$ cat src/source/commu_pkg.sv
// frame constants of the serial word transmitter, imported by the RTL and the bound assertions
package commu_pkg;

	// --------------------
	// word format
	// --------------------
	localparam int WORD_W = 16;
	localparam int CNT_W = 8;

	// sync pattern that opens every frame
	localparam logic [WORD_W-1:0] HEAD_WORD = 16'heb90;
	// filler that closes a frame
	localparam logic [WORD_W-1:0] TAIL_WORD = 16'hffff;

	// --------------------
	// frame length
	// --------------------
	localparam logic [CNT_W-1:0] PAYLOAD_WORDS = 8'd4;
	localparam logic [CNT_W-1:0] TAIL_WORDS = 8'd3;

	// cycles a fired word may sit in front of a low cts
	localparam logic [15:0] TX_TIMEOUT = 16'd24;

endpackage
$ cat src/source/commu_top.sv
// top of the framed word transmitter, wires the sequencer, the three senders and the serializer
`timescale 1ns/1ps

module commu_top (
	input  logic clk_sys,
	input  logic rst_n,
	input  logic frame_start,
	output logic busy,
	output logic frame_done,
	input  logic payload_valid,
	output logic payload_ready,
	input  logic [commu_pkg::WORD_W-1:0] payload_word,
	input  logic cts,
	output logic tx_line,
	output logic [commu_pkg::CNT_W-1:0] drop_cnt
);
	import commu_pkg::*;

	// sender handshakes
	logic fire_head;
	logic fire_data;
	logic fire_tail;
	logic done_head;
	logic done_data;
	logic done_tail;

	// word handshakes
	logic word_fire_head;
	logic word_fire_data;
	logic word_fire_tail;
	logic [WORD_W-1:0] word_head;
	logic [WORD_W-1:0] word_data;
	logic [WORD_W-1:0] word_tail;
	logic word_done;

	// serializer side
	logic tx_fire;
	logic tx_abort;
	logic [WORD_W-1:0] tx_word;
	logic tx_done;

	commu_main u_main (
		.clk_sys(clk_sys),
		.rst_n(rst_n),
		.frame_start(frame_start),
		.busy(busy),
		.frame_done(frame_done),
		.drop_cnt(drop_cnt),
		.fire_head(fire_head),
		.fire_data(fire_data),
		.fire_tail(fire_tail),
		.done_head(done_head),
		.done_data(done_data),
		.done_tail(done_tail),
		.word_fire_head(word_fire_head),
		.word_fire_data(word_fire_data),
		.word_fire_tail(word_fire_tail),
		.word_head(word_head),
		.word_data(word_data),
		.word_tail(word_tail),
		.word_done(word_done),
		.tx_fire(tx_fire),
		.tx_abort(tx_abort),
		.tx_word(tx_word),
		.tx_done(tx_done)
	);

	commu_head u_head (
		.clk_sys(clk_sys),
		.rst_n(rst_n),
		.fire_head(fire_head),
		.done_head(done_head),
		.word_fire(word_fire_head),
		.word(word_head),
		.word_done(word_done)
	);

	commu_data u_data (
		.clk_sys(clk_sys),
		.rst_n(rst_n),
		.fire_data(fire_data),
		.done_data(done_data),
		.payload_valid(payload_valid),
		.payload_ready(payload_ready),
		.payload_word(payload_word),
		.word_fire(word_fire_data),
		.word(word_data),
		.word_done(word_done)
	);

	commu_tail u_tail (
		.clk_sys(clk_sys),
		.rst_n(rst_n),
		.fire_tail(fire_tail),
		.done_tail(done_tail),
		.word_fire(word_fire_tail),
		.word(word_tail),
		.word_done(word_done)
	);

	commu_tx u_tx (
		.clk_sys(clk_sys),
		.rst_n(rst_n),
		.tx_fire(tx_fire),
		.tx_abort(tx_abort),
		.tx_word(tx_word),
		.tx_done(tx_done),
		.cts(cts),
		.tx_line(tx_line)
	);

endmodule

$ cat src/source/commu_tx.sv
// serializer, sends one word as start bit, sixteen data bits MSB first and stop bit under cts
`timescale 1ns/1ps

module commu_tx (
	input  logic clk_sys,
	input  logic rst_n,
	input  logic tx_fire,
	input  logic tx_abort,
	input  logic [commu_pkg::WORD_W-1:0] tx_word,
	output logic tx_done,
	input  logic cts,
	output logic tx_line
);
	import commu_pkg::*;

	localparam logic [1:0] S_IDLE = 2'd0;
	localparam logic [1:0] S_HOLD = 2'd1;
	localparam logic [1:0] S_SEND = 2'd2;

	logic [1:0] st_tx;
	logic [4:0] bit_cnt;
	logic [WORD_W-1:0] shift_q;

	// --------------------
	// bit engine
	// --------------------
	// bit_cnt 0..15 shifts data, 16 puts the stop bit, 17 reports done
	always_ff @(posedge clk_sys or negedge rst_n) begin
		if (!rst_n) begin
			st_tx <= S_IDLE;
			bit_cnt <= '0;
			tx_line <= 1'b1;
			tx_done <= 1'b0;
		end else begin
			tx_done <= 1'b0;
			case (st_tx)
				S_IDLE: begin
					tx_line <= 1'b1;
					if (tx_fire) begin
						st_tx <= S_HOLD;
					end
				end
				S_HOLD: begin
					// abort wins over a cts rising in the same cycle
					if (tx_abort) begin
						st_tx <= S_IDLE;
					end else if (cts) begin
						st_tx <= S_SEND;
						tx_line <= 1'b0;
						bit_cnt <= '0;
					end
				end
				S_SEND: begin
					bit_cnt <= bit_cnt + 5'd1;
					if (bit_cnt < 5'(WORD_W)) begin
						tx_line <= shift_q[WORD_W-1];
					end else if (bit_cnt == 5'(WORD_W)) begin
						tx_line <= 1'b1;
					end else begin
						tx_done <= 1'b1;
						st_tx <= S_IDLE;
					end
				end
				default: st_tx <= S_IDLE;
			endcase
		end
	end

	// data shift register
	always_ff @(posedge clk_sys) begin
		if (st_tx == S_IDLE && tx_fire) begin
			shift_q <= tx_word;
		end else if (st_tx == S_SEND && bit_cnt < 5'(WORD_W)) begin
			shift_q <= {shift_q[WORD_W-2:0], 1'b0};
		end
	end

endmodule

$ cat src/source/commu_main.sv
// frame sequencer, runs head, payload and tail senders in turn and times out stalled words
`timescale 1ns/1ps

module commu_main (
	input  logic clk_sys,
	input  logic rst_n,
	input  logic frame_start,
	output logic busy,
	output logic frame_done,
	output logic [commu_pkg::CNT_W-1:0] drop_cnt,
	output logic fire_head,
	output logic fire_data,
	output logic fire_tail,
	input  logic done_head,
	input  logic done_data,
	input  logic done_tail,
	input  logic word_fire_head,
	input  logic word_fire_data,
	input  logic word_fire_tail,
	input  logic [commu_pkg::WORD_W-1:0] word_head,
	input  logic [commu_pkg::WORD_W-1:0] word_data,
	input  logic [commu_pkg::WORD_W-1:0] word_tail,
	output logic word_done,
	output logic tx_fire,
	output logic tx_abort,
	output logic [commu_pkg::WORD_W-1:0] tx_word,
	input  logic tx_done
);
	import commu_pkg::*;

	localparam logic [2:0] S_IDLE = 3'd0;
	localparam logic [2:0] S_HEAD = 3'd1;
	localparam logic [2:0] S_DATA = 3'd2;
	localparam logic [2:0] S_TAIL = 3'd3;
	localparam logic [2:0] S_DONE = 3'd4;

	logic [2:0] st_frame;
	logic word_pend;
	logic [15:0] cnt_wait;
	logic word_drop;

	// --------------------
	// frame FSM
	// --------------------
	always_ff @(posedge clk_sys or negedge rst_n) begin
		if (!rst_n) begin
			st_frame <= S_IDLE;
			fire_head <= 1'b0;
			fire_data <= 1'b0;
			fire_tail <= 1'b0;
		end else begin
			fire_head <= 1'b0;
			fire_data <= 1'b0;
			fire_tail <= 1'b0;
			case (st_frame)
				S_IDLE: begin
					if (frame_start) begin
						st_frame <= S_HEAD;
						fire_head <= 1'b1;
					end
				end
				S_HEAD: begin
					if (done_head) begin
						st_frame <= S_DATA;
						fire_data <= 1'b1;
					end
				end
				S_DATA: begin
					if (done_data) begin
						st_frame <= S_TAIL;
						fire_tail <= 1'b1;
					end
				end
				S_TAIL: st_frame <= done_tail ? S_DONE : S_TAIL;
				default: st_frame <= S_IDLE;
			endcase
		end
	end

	assign busy = (st_frame != S_IDLE);
	assign frame_done = (st_frame == S_DONE);

	// active sender drives the serializer
	always_comb begin
		case (st_frame)
			S_HEAD: begin
				tx_fire = word_fire_head;
				tx_word = word_head;
			end
			S_DATA: begin
				tx_fire = word_fire_data;
				tx_word = word_data;
			end
			S_TAIL: begin
				tx_fire = word_fire_tail;
				tx_word = word_tail;
			end
			default: begin
				tx_fire = 1'b0;
				tx_word = '0;
			end
		endcase
	end

	// --------------------
	// wait timeout
	// --------------------
	// abort is ignored once the word is on the line, so the word is
	// only taken as dropped when a word started just before the abort
	// would already have reported tx_done
	assign tx_abort = word_pend && !tx_done && (cnt_wait == TX_TIMEOUT);
	assign word_drop = word_pend && (cnt_wait == TX_TIMEOUT + 16'(WORD_W + 3));
	assign word_done = word_pend && (tx_done || word_drop);

	always_ff @(posedge clk_sys or negedge rst_n) begin
		if (!rst_n) begin
			word_pend <= 1'b0;
			cnt_wait <= '0;
		end else if (tx_fire) begin
			word_pend <= 1'b1;
			cnt_wait <= '0;
		end else if (word_done) begin
			word_pend <= 1'b0;
			cnt_wait <= '0;
		end else if (word_pend) begin
			cnt_wait <= cnt_wait + 16'd1;
		end
	end

	// drops of the current or last frame
	always_ff @(posedge clk_sys or negedge rst_n) begin
		if (!rst_n) begin
			drop_cnt <= '0;
		end else if (frame_start && st_frame == S_IDLE) begin
			drop_cnt <= '0;
		end else if (word_drop) begin
			drop_cnt <= drop_cnt + 1'b1;
		end
	end

endmodule

$ cat src/source/commu_tail.sv
// tail sender, issues TAIL_WORDS filler words to close a frame after fire_tail
`timescale 1ns/1ps

module commu_tail (
	input  logic clk_sys,
	input  logic rst_n,
	input  logic fire_tail,
	output logic done_tail,
	output logic word_fire,
	output logic [commu_pkg::WORD_W-1:0] word,
	input  logic word_done
);
	import commu_pkg::*;

	localparam logic [2:0] S_IDLE = 3'd0;
	localparam logic [2:0] S_TAIL = 3'd1;
	localparam logic [2:0] S_FIRE = 3'd2;
	localparam logic [2:0] S_WAIT = 3'd3;
	localparam logic [2:0] S_NEXT = 3'd4;
	localparam logic [2:0] S_DONE = 3'd7;

	logic [2:0] st_tail;
	logic [CNT_W-1:0] cnt_tail;
	logic finish_tail;

	// --------------------
	// sender FSM
	// --------------------
	always_ff @(posedge clk_sys or negedge rst_n) begin
		if (!rst_n) begin
			st_tail <= S_IDLE;
		end else begin
			case (st_tail)
				S_IDLE: st_tail <= fire_tail ? S_TAIL : S_IDLE;
				S_TAIL: st_tail <= S_FIRE;
				S_FIRE: st_tail <= S_WAIT;
				S_WAIT: st_tail <= word_done ? S_NEXT : S_WAIT;
				S_NEXT: st_tail <= finish_tail ? S_DONE : S_TAIL;
				default: st_tail <= S_IDLE;
			endcase
		end
	end

	// counts fillers as they are issued, cleared on the way out
	always_ff @(posedge clk_sys or negedge rst_n) begin
		if (!rst_n) begin
			cnt_tail <= '0;
		end else if (st_tail == S_TAIL) begin
			cnt_tail <= cnt_tail + 1'b1;
		end else if (st_tail == S_DONE) begin
			cnt_tail <= '0;
		end
	end

	assign finish_tail = (cnt_tail == TAIL_WORDS);

	// --------------------
	// outputs
	// --------------------
	assign done_tail = (st_tail == S_DONE);
	assign word_fire = (st_tail == S_FIRE);
	assign word = word_fire ? TAIL_WORD : '0;

endmodule

$ cat src/source/commu_data.sv
// payload sender, pulls PAYLOAD_WORDS words from the valid/ready source and issues each one
`timescale 1ns/1ps

module commu_data (
	input  logic clk_sys,
	input  logic rst_n,
	input  logic fire_data,
	output logic done_data,
	input  logic payload_valid,
	output logic payload_ready,
	input  logic [commu_pkg::WORD_W-1:0] payload_word,
	output logic word_fire,
	output logic [commu_pkg::WORD_W-1:0] word,
	input  logic word_done
);
	import commu_pkg::*;

	localparam logic [2:0] S_IDLE = 3'd0;
	localparam logic [2:0] S_FETCH = 3'd1;
	localparam logic [2:0] S_FIRE = 3'd2;
	localparam logic [2:0] S_WAIT = 3'd3;
	localparam logic [2:0] S_NEXT = 3'd4;
	localparam logic [2:0] S_DONE = 3'd5;

	logic [2:0] st_data;
	logic [CNT_W-1:0] cnt_data;
	logic [WORD_W-1:0] word_q;

	// --------------------
	// sender FSM
	// --------------------
	always_ff @(posedge clk_sys or negedge rst_n) begin
		if (!rst_n) begin
			st_data <= S_IDLE;
		end else begin
			case (st_data)
				S_IDLE: st_data <= fire_data ? S_FETCH : S_IDLE;
				// no timeout here, the source is trusted to deliver
				S_FETCH: st_data <= payload_valid ? S_FIRE : S_FETCH;
				S_FIRE: st_data <= S_WAIT;
				S_WAIT: st_data <= word_done ? S_NEXT : S_WAIT;
				S_NEXT: st_data <= (cnt_data == PAYLOAD_WORDS) ? S_DONE : S_FETCH;
				default: st_data <= S_IDLE;
			endcase
		end
	end

	// words taken so far in this frame
	always_ff @(posedge clk_sys or negedge rst_n) begin
		if (!rst_n) begin
			cnt_data <= '0;
		end else if (st_data == S_FETCH && payload_valid) begin
			cnt_data <= cnt_data + 1'b1;
		end else if (st_data == S_DONE) begin
			cnt_data <= '0;
		end
	end

	// payload register, loaded on the transfer
	always_ff @(posedge clk_sys) begin
		if (st_data == S_FETCH && payload_valid) begin
			word_q <= payload_word;
		end
	end

	// --------------------
	// outputs
	// --------------------
	assign payload_ready = (st_data == S_FETCH);
	assign word_fire = (st_data == S_FIRE);
	assign word = word_q;
	assign done_data = (st_data == S_DONE);

endmodule

$ cat src/source/commu_head.sv
// head sender, issues the single head word of a frame when commu_main pulses fire_head
`timescale 1ns/1ps

module commu_head (
	input  logic clk_sys,
	input  logic rst_n,
	input  logic fire_head,
	output logic done_head,
	output logic word_fire,
	output logic [commu_pkg::WORD_W-1:0] word,
	input  logic word_done
);
	import commu_pkg::*;

	localparam logic [1:0] S_IDLE = 2'd0;
	localparam logic [1:0] S_FIRE = 2'd1;
	localparam logic [1:0] S_WAIT = 2'd2;
	localparam logic [1:0] S_DONE = 2'd3;

	logic [1:0] st_head;

	// --------------------
	// sender FSM
	// --------------------
	always_ff @(posedge clk_sys or negedge rst_n) begin
		if (!rst_n) begin
			st_head <= S_IDLE;
		end else begin
			case (st_head)
				S_IDLE: st_head <= fire_head ? S_FIRE : S_IDLE;
				S_FIRE: st_head <= S_WAIT;
				// sent or dropped, either way the word is resolved
				S_WAIT: st_head <= word_done ? S_DONE : S_WAIT;
				default: st_head <= S_IDLE;
			endcase
		end
	end

	// --------------------
	// outputs
	// --------------------
	assign done_head = (st_head == S_DONE);
	assign word_fire = (st_head == S_FIRE);

	// word only meaningful with word_fire
	assign word = word_fire ? HEAD_WORD : '0;

endmodule

$ cat config.mk
export PLATFORM = sky130hd
export DESIGN_NAME = commu_top
export DESIGN_NICKNAME = d
export VERILOG_FILES = /design/src/source/commu_pkg.sv /design/src/source/commu_top.sv /design/src/source/commu_tx.sv /design/src/source/commu_main.sv /design/src/source/commu_tail.sv /design/src/source/commu_data.sv /design/src/source/commu_head.sv
export SDC_FILE = /design/constraint.sdc
export NUM_CORES = 1
export LEC_CHECK = 0
export ABC_AREA = 0
export BUFFER_PORTS_ARGS = -buffer_cell sky130_fd_sc_hd__buf_2
export CELL_PAD_IN_SITES_DETAIL_PLACEMENT = 0
export CELL_PAD_IN_SITES_GLOBAL_PLACEMENT = 1
export CORE_UTILIZATION = 53
export DETAILED_ROUTE_END_ITERATION = 16
export GPL_TIMING_DRIVEN = 0
export PLACE_DENSITY_LB_ADDON = 0.1
export REMOVE_ABC_BUFFERS = 1
export SLEW_MARGIN = 5
export SYNTH_ARGS = -nofsm -noshare
export SYNTH_HDL_FRONTEND = slang
export SYNTH_HIERARCHICAL = 1
export SYNTH_SLANG_ARGS = --single-unit
$ cat constraint.sdc
create_clock -name clk_sys -period 8.2 [get_ports clk_sys]
set_input_delay 0.82 -clock clk_sys [delete_from_list [all_inputs] [get_ports clk_sys]]
set_output_delay 0.82 -clock clk_sys [all_outputs]
set_load 0.1 [all_outputs]
======== Word level (Yosys, flattened, before mapping) ========
Index checks and enable logic that the tools add are counted.
cells by class
  eq/ne operators ......................... 34
  $lt $le $gt $ge ......................... 1
  reduce and logical (&&, ||, !) cells .... 28
  mux-type cells .......................... 56
  add/subtract/negate cells ............... 5
operators with widths
  kind                                             number
  two-way mux 16 bit                               7
  two-way mux 8 bit                                6
  case mux 16 bit (3 select lines)                 1
  case mux 3 bit (5 select lines)                  2
  adder 8 x 1 -> 8 bit (second input constant)     3
  two-way mux 3 bit                                7
  two-way mux 1 bit                                19
  == test 3 x 2 -> 1 bit (second input constant)   6
  adder 16 x 1 -> 16 bit (second input constant)   1
  == test 16 x 5 -> 1 bit (second input constant)  1
  == test 16 x 6 -> 1 bit (second input constant)  1
  == test 3 bit (second input constant)            5
  != test 2 bit (second input constant)            7
  two-way mux 2 bit                                6
  case mux 2 bit (3 select lines)                  2
  case mux 3 bit (4 select lines)                  1
  nonzero test 2 bit                               6
  two-way mux 5 bit                                2
  case mux 5 bit (2 select lines)                  1
  == test 3 x 1 -> 1 bit (second input constant)   3
  zero test 3 bit                                  3
  nonzero test 3 bit                               3
  == test 8 x 2 -> 1 bit (second input constant)   1
  == test 8 x 3 -> 1 bit (second input constant)   1
  other kinds (15)                                 29
word-level totals
  word-level logic and storage cells ...... 142
  output and inout bits ................... 12
  input port bits ......................... 21
  flip-flop bits (word level) ............. 96

======== Depth between registers and ports, before layout ========
Gate-level depths: netlist of the first run.
  word-level depth ........................ 6
  depth in mapped cells ................... 10
  mapped depth without buffers ............ 8

======== Modules after synthesis ========
The synthesis of the first run kept the hierarchy.
by module, submodules not included
  module      cells an instance  sequential area each (µm²)  times used  area an instance (µm²)
  commu_main  256                775.7                       1           2177.1
  commu_data  86                 755.7                       1           1174.9
  commu_tx    76                 706.9                       1           1174.9
  commu_tail  76                 275.3                       1           719.4
  commu_head  28                 50.0                        1           255.2

======== Least setup slack after synthesis of the first run ========
Ideal clock, no wire load.
  kind .................................... register to output
  from .................................... register u_main.st_frame[0]
  to ...................................... output port frame_done
  required time ........................... 7.380 ns
  path slack .............................. 4.427 ns
  stages on the path, launching flop included .. 4
  path buffers ............................ 2
  arrival ................................. 2.953 ns
  cell sequence ........................... dfrtp_1 buf_4 clkbuf_1 nor3b_1
on the way
  word-level cells in the longest chain between the ends .. 1
ends and longest elaborated chain
  element                 RTL line          RTL
  from (decl)             commu_main.sv:37  logic [2:0] st_frame;
  from (signal assigned)  commu_main.sv:74  S_TAIL: st_frame <= done_tail ? S_DONE : S_TAIL;
  == test 3 bit           commu_main.sv:81  assign frame_done = (st_frame == S_DONE);
  to (decl)               commu_top.sv:9    output logic frame_done,
No other way between the ends.

======== Final worst setup path of the first run ========
  from .................................... register u_tail.st_tail[1]
  to ...................................... register u_tx.shift_q[15] (enable)
on the way
  word-level cells in the longest chain between the ends .. 4
ends and longest elaborated chain
  element                          RTL line          RTL
  from (decl)                      commu_tail.sv:22  logic [2:0] st_tail;
  from (signal assigned)           commu_tail.sv:34  S_IDLE: st_tail <= fire_tail ? S_TAIL : S_IDLE;
  from (signal assigned)           commu_tail.sv:37  S_WAIT: st_tail <= word_done ? S_NEXT : S_WAIT;
  from (signal assigned)           commu_tail.sv:38  S_NEXT: st_tail <= finish_tail ? S_DONE : S_TAIL;
  == test 3 x 2 -> 1 bit           commu_tail.sv:61  assign word_fire = (st_tail == S_FIRE);
  net word_fire_tail               commu_top.sv:30   logic word_fire_tail;
  case mux 1 bit (3 select lines)  commu_main.sv:85  case (st_frame)
  net tx_fire                      commu_top.sv:37   logic tx_fire;
  logical AND 1 bit                commu_tx.sv:71    if (st_tx == S_IDLE && tx_fire) begin
  nonzero test 2 bit (no line)     -
  to (signal assigned)             commu_tx.sv:72    shift_q <= tx_word;
  to (signal assigned)             commu_tx.sv:74    shift_q <= {shift_q[WORD_W-2:0], 1'b0};
  to (decl)                        commu_tx.sv:22    logic [WORD_W-1:0] shift_q;
The timed path passes the listed nets, and every way through them passes these cells.
A chain may end at the register's enable or synchronous reset.

==> impl_metrics.ini, run 1 <==
[cells_and_area]
fin_cells = 655
diodes = 0
drive_gt1_share_pct = 17.6
syn_to_final_growth_pct = 2.98
finalNetCount = 551
fillCellCount = 879

[pwr]
power.leakage_nw = 2.41
switching_share_pct = 37.1
powerDensity_mw_per_mm2 = 294
pwr-share-clk_pct = 21.2
vdd_ir_drop_max_v = 0.000186
p_seq_share_pct = 45.3
p_sw_mw = 0.618
combPwrFrac_pct = 33.5
p_int_mw = 1.05

[clock_network]
cts_made_buffers = 9
clock_latency_ns = 0.36
cts_tree = yes
cts_setup_buffers = 0
clockRootBuffer = clkbuf_8
ctsHoldBuffers = 0
htreeDepth = 3
numClockSinks = 96
clkTransAtPathRegs_ns = 0.10
clk_path_buf_depth = 2
cts_resized = 0

[yosys]
async_reset_ff_share_pct = 66.7
syn-cell-area_mm2 = 0.00550
seq_area_frac_synth_pct = 46.6
synthesis.yosys.warnings = 6
ys.flop_type = dfrtp_1
avgSynthCellArea_um2 = 10.5
synth_cell_types = 77
synth_cells = 522
ys_ff_latch = 96
synth_edf_count = 32

[sta]
worst_pin_slew_ns = 1.13
rsz0062_at_grt = false
fin_crit_ns = 4.21
post-route-period-util_pct = 51.4
drv_slew = 0
finalHoldViolations = 0
setup_slack_ns = 3.99
skew_ns = 0.0145
slew_headroom_pct = 24.6
setup_viol = 0
finalSetupTns_ns = 0
timing.fmax_mhz = 237

[setup_path]
worstPathArrival_ns = 4.20
cp_max_fo = 17
endpoint_kind = register
critPathKind = register to register
worstPathRequired_ns = 8.19
cp-start-kind = register

[global_routing]
grt-ovfl-total = 0
grtUsageMet3_pct = 2.51
grt_pass1_wl_mm = 17.2
grt-busiest-layer = met2
grt_use_met2_pct = 31.4
grt_pass1_vias = 3648
grt_use_total_pct = 19.5
antenna_found_initial = 0
use_met1_pct = 27.3
grt_max_degree = 65

[detailed_routing]
drtPass1Iterations = 4
drt-initial-drc-count = 102
route.vias.total = 3711
vias_per_cell = 5.67
routedWlPerCell_um = 15.1
routed_wl_mm = 9.89
postRouteAntennaNets = 0
drc = 0

[floorplanning]
rows = 36
core_area_mm2 = 0.00991
ios = 33
start_util_pct = 55.5
fp.dieArea_mm2 = 0.0108
fp.dieW_um = 104
die_h_um = 104

[hold_path]
min_path_type = register to register

[run_status]
status = finished clean

[run]
max-cap-violations = 0

[place]
dp_cells = 639
port_buffers = 32
gp_congestion = 0.768
dp_hpwl_mm = 6.76
dp_slack_ns = 3.92
[power by group through the flow]
stage	registers (mW)	logic, mW	clock network [mW]
final	0.756	0.559	0.354
after global routing	0.777	0.622	0.382
after CTS	0.756	0.562	0.365
after detailed placement	0.765	0.560	0
after global placement	0.762	0.543	0
after floorplan	0.767	0.420	0
[worst max-delay path, stage by stage (launching register included)]
cell and delay (ns):
dfrtp_1 0.48, or2b_1 0.27, nor2_1 0.75, mux2i_1 0.20, a211o_1 0.56, inv_2 0.28, nor3b_4 0.80, o21bai_2 0.50
[cell usage in the layout (no fill, tap or decap), types with 4 or more instances in the layout]
cell type	instances
dfrtp_1	63
nor2_1	48
nand2_1	33
edfxtp_1	32
buf_2	31
a21oi_1	31
nand3_1	26
mux2i_1	25
inv_1	18
o21ai_0	18
ha_1	13
nand4_1	12
clkbuf_8	9
a31oi_1	9
conb_1	8
o211ai_1	8
mux2_2	8
mux2_4	8
or3_1	7
nor3_1	6
and3_1	5
and2_1	5
nor4_1	4
nor3b_1	4
nand3b_1	4
and4_1	4
a22o_1	4
[flip-flops by register name (all words and copies together), names as in the netlist, 2 cells and up]
| signal | cells |
|---|---|
| u_data/word | 16 |
| u_main/cnt_wait | 16 |
| u_tx/shift_q | 16 |
| u_data/cnt_data | 8 |
| u_main/drop_cnt | 8 |
| u_tail/cnt_tail | 8 |
| u_tx/bit_cnt | 5 |
| u_data/st_data | 3 |
| u_main/st_frame | 3 |
| u_tail/st_tail | 3 |
| u_head/st_head | 2 |
| u_tx/st_tx | 2 |
[kinds of logic (layout without fill, tap and decap cells)]
kind of cell,count (synthesis),in the layout,share of synthesized area [%]
mux,41,41,8.37
buf+inv,76,69,9.23
fa+ha+maj,13,13,2.96
simple gates,191,191,20.1
compound gates,100,100,12.0
flops,96,96,46.6
other cells,1,8,0.0682
xor+xnor,4,4,0.637
[layer usage]
layer / part of all wire [%] / up-vias
met4: 1.1 / 0
met5: 0 / -
met2: 47 / 49
li1: - / 1861
met3: 2.3 / 10
met1: 50 / 1791
[layout make-up]
| type | count | area [um2] | share of cell area (%) |
|---|---|---|---|
| Clock buffer | 9 | 124 | 2.19 |
| Clock inverter | 7 | 110 | 1.94 |
| Inverter | 21 | 78.8 | 1.39 |
| Multi-Input combinational cell | 357 | 2460 | 43.4 |
| Sequential cell | 96 | 2560 | 45.3 |
| Tap cell | 133 | 166 | 2.94 |
| Timing Repair Buffer | 32 | 163 | 2.87 |
[stage by stage]
step	hold WS, ns	utilization, %	cell area (um2)	power, mW
after detailed placement	0.480	54.8	5430	1.32
final	0.499	57.2	5670	1.67
after CTS	0.494	57.2	5670	1.68
after global placement	0.471	54.7	5430	1.31
after global routing	0.526	57.2	5670	1.78
after floorplan	0.450	-	5100	1.19
[path summary, 6_finish.rpt]
| path | endpoint | slack [ns] | start | cells after the start |
|---|---|---|---|---|
| worst max-delay path | u_tx/shift_q[15] | 3.99 | u_tail/st_tail[1] | 7 |
| worst min-delay path | u_data/cnt_data[7] | 0.50 | u_data/cnt_data[7] | 1 |
| worst max register to register | u_tx/shift_q[15] | 3.99 | u_tail/st_tail[1] | 7 |
| worst min register to register | u_data/cnt_data[7] | 0.50 | u_data/cnt_data[7] | 1 |
| max in group asynchronous | u_main/cnt_wait[8] | 7.08 | rst_n | 1 |
| min in group asynchronous | u_main/cnt_wait[3] | 0.54 | rst_n | 1 |
[cell usage after synthesis, types with 5 or more instances]
library cell,count,share of area (%)
ha_1,13,3.0
nand3_1,26,2.4
mux2i_1,25,4.5
and3_1,5,0.57
nand4_1,12,1.4
mux2_2,8,1.6
nand2_1,33,2.3
inv_1,18,1.2
buf_4,35,4.8
or3_1,7,0.80
and2_1,5,0.57
nor2_1,48,3.3
a31oi_1,9,1.0
mux2_4,8,2.2
buf_6,8,1.6
o21ai_0,18,1.6
dfrtp_1,63,29
o211ai_1,8,1.1
a21oi_1,31,2.8
nor3_1,6,0.55
clkbuf_1,7,0.48
edfxtp_1,32,17
Note: power is estimated with default switching activity, not from simulation.
==> inputs of run 2 (changes only) <==
--- a/config.mk
+++ b/config.mk
@@ -9,7 +9,7 @@
 export BUFFER_PORTS_ARGS = -buffer_cell sky130_fd_sc_hd__buf_2
 export CELL_PAD_IN_SITES_DETAIL_PLACEMENT = 0
 export CELL_PAD_IN_SITES_GLOBAL_PLACEMENT = 1
-export CORE_UTILIZATION = 53
+export CORE_UTILIZATION = 49
 export DETAILED_ROUTE_END_ITERATION = 16
 export GPL_TIMING_DRIVEN = 0
 export PLACE_DENSITY_LB_ADDON = 0.1
==> constraint.sdc (replaced) <==
create_clock -name clk_sys -period 4 [get_ports clk_sys]
set_input_delay 0.4 -clock clk_sys [delete_from_list [all_inputs] [get_ports clk_sys]]
set_output_delay 0.4 -clock clk_sys [all_outputs]
set_load 0.1 [all_outputs]
==> run 2 against run 1 <==
Fmax rose by 24%. Global-route usage decreased by 0.53 points. First-iteration DRC count grew 100%. Flip-flop and latch count unchanged. Die area is 8.0% higher. Sequential share of layout area grew 0.23 points. Final cell count up 1.4%. Critical endpoint is now u_tx/shift_q[9]. Critical path depth is 1 higher. Via count rose by 0.40%.
==> impl_metrics.ini, run 2 (synthesis results as in run 1) <==
[clock_network]
numClockSinks = 96
ctsHoldBuffers = 0
clk_path_buf_depth = 2
cts_made_buffers = 9
htreeDepth = 3
clkTransAtPathRegs_ns = 0.09
clockRootBuffer = clkbuf_8
clock_latency_ns = 0.37
cts_tree = yes

[sta]
slew_headroom_pct = 22.0
setup_viol = 0
skew_ns = 0.00744
fin_crit_ns = 3.40
finalHoldViolations = 0
rsz0062_at_grt = false
timing.fmax_mhz = 294
drv_slew = 0
post-route-period-util_pct = 85.0
worst_pin_slew_ns = 1.17
finalSetupTns_ns = 0

[detailed_routing]
drc = 0
drt-initial-drc-count = 208
routed_wl_mm = 10.2
drtPass1Iterations = 4
postRouteAntennaNets = 0
vias_per_cell = 5.61
route.vias.total = 3726
routedWlPerCell_um = 15.4

[cells_and_area]
syn_to_final_growth_pct = 2.46
final_common_cell = dfrtp_1
finalNetCount = 553
multi_input_area_mm2 = 0.00246
final_cell_mix = dfrtp_1, nor2_1, nand2_1, edfxtp_1
drive_gt1_share_pct = 17.4
regArea_mm2 = 0.00256
fillCellCount = 977
post-route-util_pct = 51.8
diodes = 0

[place]
dp_hpwl_mm = 6.90
port_buffers = 32
gp_congestion = 0.753

[floorplanning]
core_area_mm2 = 0.0109
die_h_um = 108
fp.dieW_um = 108
rows = 38
ios = 33
fp.dieArea_mm2 = 0.0117
start_util_pct = 50.5

[setup_path]
endpoint_kind = register
critPathMaxStageDelay_ns = 0.56
critPathKind = register to register
reg2reg_depth = 8
worstPathCellList = or2b_1 > nor2_2 > mux2i_1 > a211o_1 > inv_2 > nor3b_4 > buf_4 > mux2_2
worstPathArrival_ns = 3.53
worstPathRequired_ns = 4.13
cp-start-kind = register
cp_max_fo = 17
cpMaxStageDelayCell = a211o_1

[global_routing]
grt_pass1_wl_mm = 17.3
antenna_found_initial = 0
grt_max_degree = 65
grt_use_total_pct = 19.0
grt_pass1_vias = 3571
grt-ovfl-total = 0

[pwr]
powerDensity_mw_per_mm2 = 590
power.leakage_nw = 2.40
vdd_ir_drop_max_v = 0.000357

[run_status]
status = finished clean

[run]
max-cap-violations = 0

[hold_path]
min_path_type = input pin to asynchronous set/reset pin
-- run 2: cell types whose count changed in the layout (fill, tap and decap cells not counted) --
cell	before	now
clkinv_1	2	4
clkinvlp_4	1	0
clkinv_8	1	0
buf_4	1	3
nor2_1	48	47
clkinv_2	0	2
nor2_2	1	2
inv_6	3	0
bufinv_16	2	1
clkbuf_1	0	2
-- run 2: path summary, 6_finish.rpt --
kind / slack [ns] / to / startpoint
worst max-delay path: 0.60 / u_tx/shift_q[9] / u_tail/st_tail[1]
worst min-delay path: 0.12 / u_main/cnt_wait[0] / rst_n
worst max register to register: 0.60 / u_tx/shift_q[9] / u_tail/st_tail[1]
worst min register to register: 0.50 / u_data/cnt_data[7] / u_data/cnt_data[7]
max in group asynchronous: 3.35 / u_data/cnt_data[1] / rst_n
min in group clk_sys: 0.20 / u_data/word[3] / payload_word[3]
-- run 2: final cells by class --
cell class	count	area share, %
multi-input combinational	357	43.7
clock buffer	11	2.33
sequential	96	45.5
clock inverter	5	0.844
inverter	21	1.40
timing repair buffer	34	3.15
tap	140	3.11
-- run 2: through the flow --
stage / total power [mW] / instance area, um2 / setup WS, ns / instances / hold slack (ns)
2_1_floorplan: 2.43 / 5100 / 0.355 / 474 / 0.104
3_3_place_gp: 2.68 / 5430 / -0.574 / 646 / 0.475
3_5_place_dp: 2.72 / 5440 / -0.352 / 646 / 0.486
4_1_cts: 3.35 / 5640 / 0.597 / 664 / 0.144
5_1_grt: 3.55 / 5640 / 0.367 / 664 / 0.184
6_report: 3.33 / 5640 / 0.601 / 664 / 0.116
-- run 2: routing by layer --
metal	part of all wire, %	GRT usage (%)	up-vias
li1	-	-	1862
met2	46	29.3	48
met1	50	26.1	1803
met4	1.8	8.81	0
met5	0	0	-
met3	2.7	3.19	13
-- run 2: what timing repair did --
action	CTS	global route
setup endpoints to repair	31	0
resized for setup	1	0
setup buffers	2	0
-- run 2: worst max-delay path, delay by kind of cell (launching register included) --
kind	cells	cell delay, ns
buf+inv	2	0.54
mux	2	0.50
flops	1	0.49
compound gates	1	0.56
simple gates	3	1.06
-- run 2: report_power, final --
group / internal, mW / switching, mW / total, mW
clock network: 0.284 / 0.329 / 0.613
logic: 0.488 / 0.674 / 1.16
registers: 1.31 / 0.241 / 1.55
total: 2.08 / 1.24 / 3.33
==> inputs of run 3 (changes only) <==
--- a/config.mk
+++ b/config.mk
@@ -9,7 +9,7 @@
 export BUFFER_PORTS_ARGS = -buffer_cell sky130_fd_sc_hd__buf_2
 export CELL_PAD_IN_SITES_DETAIL_PLACEMENT = 0
 export CELL_PAD_IN_SITES_GLOBAL_PLACEMENT = 1
-export CORE_UTILIZATION = 49
+export CORE_UTILIZATION = 44
 export DETAILED_ROUTE_END_ITERATION = 16
 export GPL_TIMING_DRIVEN = 0
 export PLACE_DENSITY_LB_ADDON = 0.1
==> constraint.sdc (replaced) <==
create_clock -name clk_sys -period 3.1 [get_ports clk_sys]
set_input_delay 0.31 -clock clk_sys [delete_from_list [all_inputs] [get_ports clk_sys]]
set_output_delay 0.31 -clock clk_sys [all_outputs]
set_load 0.1 [all_outputs]
==> run 3 against run 2 <==
Clock skew decreased by 0.00067 ns. First-iteration DRC count decreased by 2.4%. Sequential power grew 30%. Routed wire length increased by 2.8%. Register-to-register slack worse by 0.41 ns. Sequential share of layout area is 1.2 points lower. Final cell count rose by 4.4%. Critical path type unchanged. Largest cell class unchanged.
==> impl_metrics.ini, run 3 (synthesis results as in run 1) <==
[setup_path]
cp_max_fo = 17
crit_buf_inv = 2
worstPathArrival_ns = 3.01
cp.depth = 8
worstPathRequired_ns = 3.20
cp-start-kind = register
cpMaxStageDelayCell = a211o_2
worstPathCellList = or2b_1 > nor2_4 > mux2i_1 > a211o_2 > inv_2 > nor3b_4 > buf_12 > mux2_2
critPathMaxStageDelay_ns = 0.50
cp_top_family = simple AND/OR/NAND/NOR gates
critPathKind = register to register
ff2ff_setup_slack_ns = 0.19
reg2reg_to = u_tx/shift_q[11]
reg2reg_from = u_tail/st_tail[1]
reg2reg_depth = 8
endpoint_kind = register

[global_routing]
grt_max_degree = 65
grt_use_total_pct = 17.4
grt_pass1_wl_mm = 17.6
antenna_found_initial = 0
grt_pass1_vias = 3608
grt-ovfl-total = 0

[cells_and_area]
finalNetCount = 554
final_area_mm2 = 0.00580
syn_to_final_growth_pct = 5.34
final_common_cell = dfrtp_1
fillCellCount = 1175
drive_gt1_share_pct = 17.9
final_cell_mix = dfrtp_1, nor2_1, nand2_1, edfxtp_1
diodes = 0

[sta]
worst_pin_slew_ns = 0.921
setup_viol = 0
finalHoldViolations = 0
slew_headroom_pct = 38.5
skew_ns = 0.00676
rsz0062_at_grt = false
timing.fmax_mhz = 343
setup_slack_ns = 0.188
fin_crit_ns = 2.91
post-route-period-util_pct = 93.9
drv_slew = 0

[floorplanning]
start_util_pct = 45.4
rows = 40
die_h_um = 114
ios = 33
fp.dieArea_mm2 = 0.0130
fp.dieW_um = 114
core_area_mm2 = 0.0121

[detailed_routing]
drc = 0
routedWlPerCell_um = 15.1
vias_per_cell = 5.38
postRouteAntennaNets = 0
routed_wl_mm = 10.5
drt-initial-drc-count = 203
route.vias.total = 3731
drtPass1Iterations = 4

[clock_network]
clock_latency_ns = 0.35
clk_path_buf_depth = 2
numClockSinks = 96
clockRootBuffer = clkbuf_16
cts_made_buffers = 9
htreeDepth = 3
cts_tree = yes
clkTransAtPathRegs_ns = 0.06

[place]
gp_congestion = 0.768
dp_hpwl_mm = 7.08
dp_slack_ns = -1.28
port_buffers = 32
dpl-instance-area_mm2 = 0.00548

[pwr]
powerDensity_mw_per_mm2 = 788
vdd_ir_drop_max_v = 0.000443
power.leakage_nw = 2.44

[run_status]
status = finished clean

[hold_path]
min_path_type = input pin to asynchronous set/reset pin

[run]
max-cap-violations = 0
run 3: power by group:
group | internal, mW | leakage (nW) | switching [mW]
Sequential | 1.69 | 1.14 | 0.319
Combinational | 0.649 | 1.17 | 0.876
Clock | 0.564 | 0.131 | 0.462
Total | 2.91 | 2.44 | 1.66
run 3: through the flow:
stage | std cells | utilization (%) | total power [mW] | TNS [ns] | hold WS, ns
finish | 693 | 47.9 | 4.56 | 0 | 0.0635
global route | 693 | 47.9 | 4.86 | 0 | 0.115
CTS | 691 | 47.7 | 4.60 | 0 | 0.0899
detailed placement | 674 | 45.2 | 3.52 | -36.95 | 0.468
global placement | 674 | 45.2 | 3.47 | -38.62 | 0.473
floorplan | 474 | - | 3.14 | -12.22 | 0.0144
run 3: final cells by class:
type / instances / area [um2] / area share (%)
well taps: 168 / 210 / 3.63
clock buffers: 13 / 250 / 4.32
clock inverters: 3 / 17.5 / 0.302
multi-input cells: 357 / 2480 / 42.7
flip-flops and latches: 96 / 2560 / 44.3
repair buffers: 35 / 198 / 3.41
inverters: 21 / 78.8 / 1.36
run 3: layer usage:
metal  GRT usage, %  vias up  routed length, um
met2           27.2       40               4930
met1           23.4     1826               5160
met3           4.84        6                328
li1               -     1859                  -
met5              0        -                  0
met4           5.37        0                 82
run 3: how the worst max path moves through the flow:
stage,end,slack (ns),startpoint
after floorplan,u_tx/shift_q[0],-0.54,u_tail/st_tail[1]
after global placement,u_tx/shift_q[0],-1.46,u_tail/st_tail[1]
after detailed placement,u_tx/shift_q[0],-1.28,u_tail/st_tail[1]
after CTS,u_tx/shift_q[15],0.009,u_tail/st_tail[1]
after global routing,u_tx/shift_q[13],0.05,u_tail/st_tail[1]
final,u_tx/shift_q[11],0.19,u_tail/st_tail[1]
run 3: timing repair:
action | 4_1_cts | 5_1_grt
pin swaps | 0 | 1
gates resized for setup | 4 | 1
hold buffers | 0 | 0
setup endpoints to repair | 37 | 31
setup buffers | 1 | 2
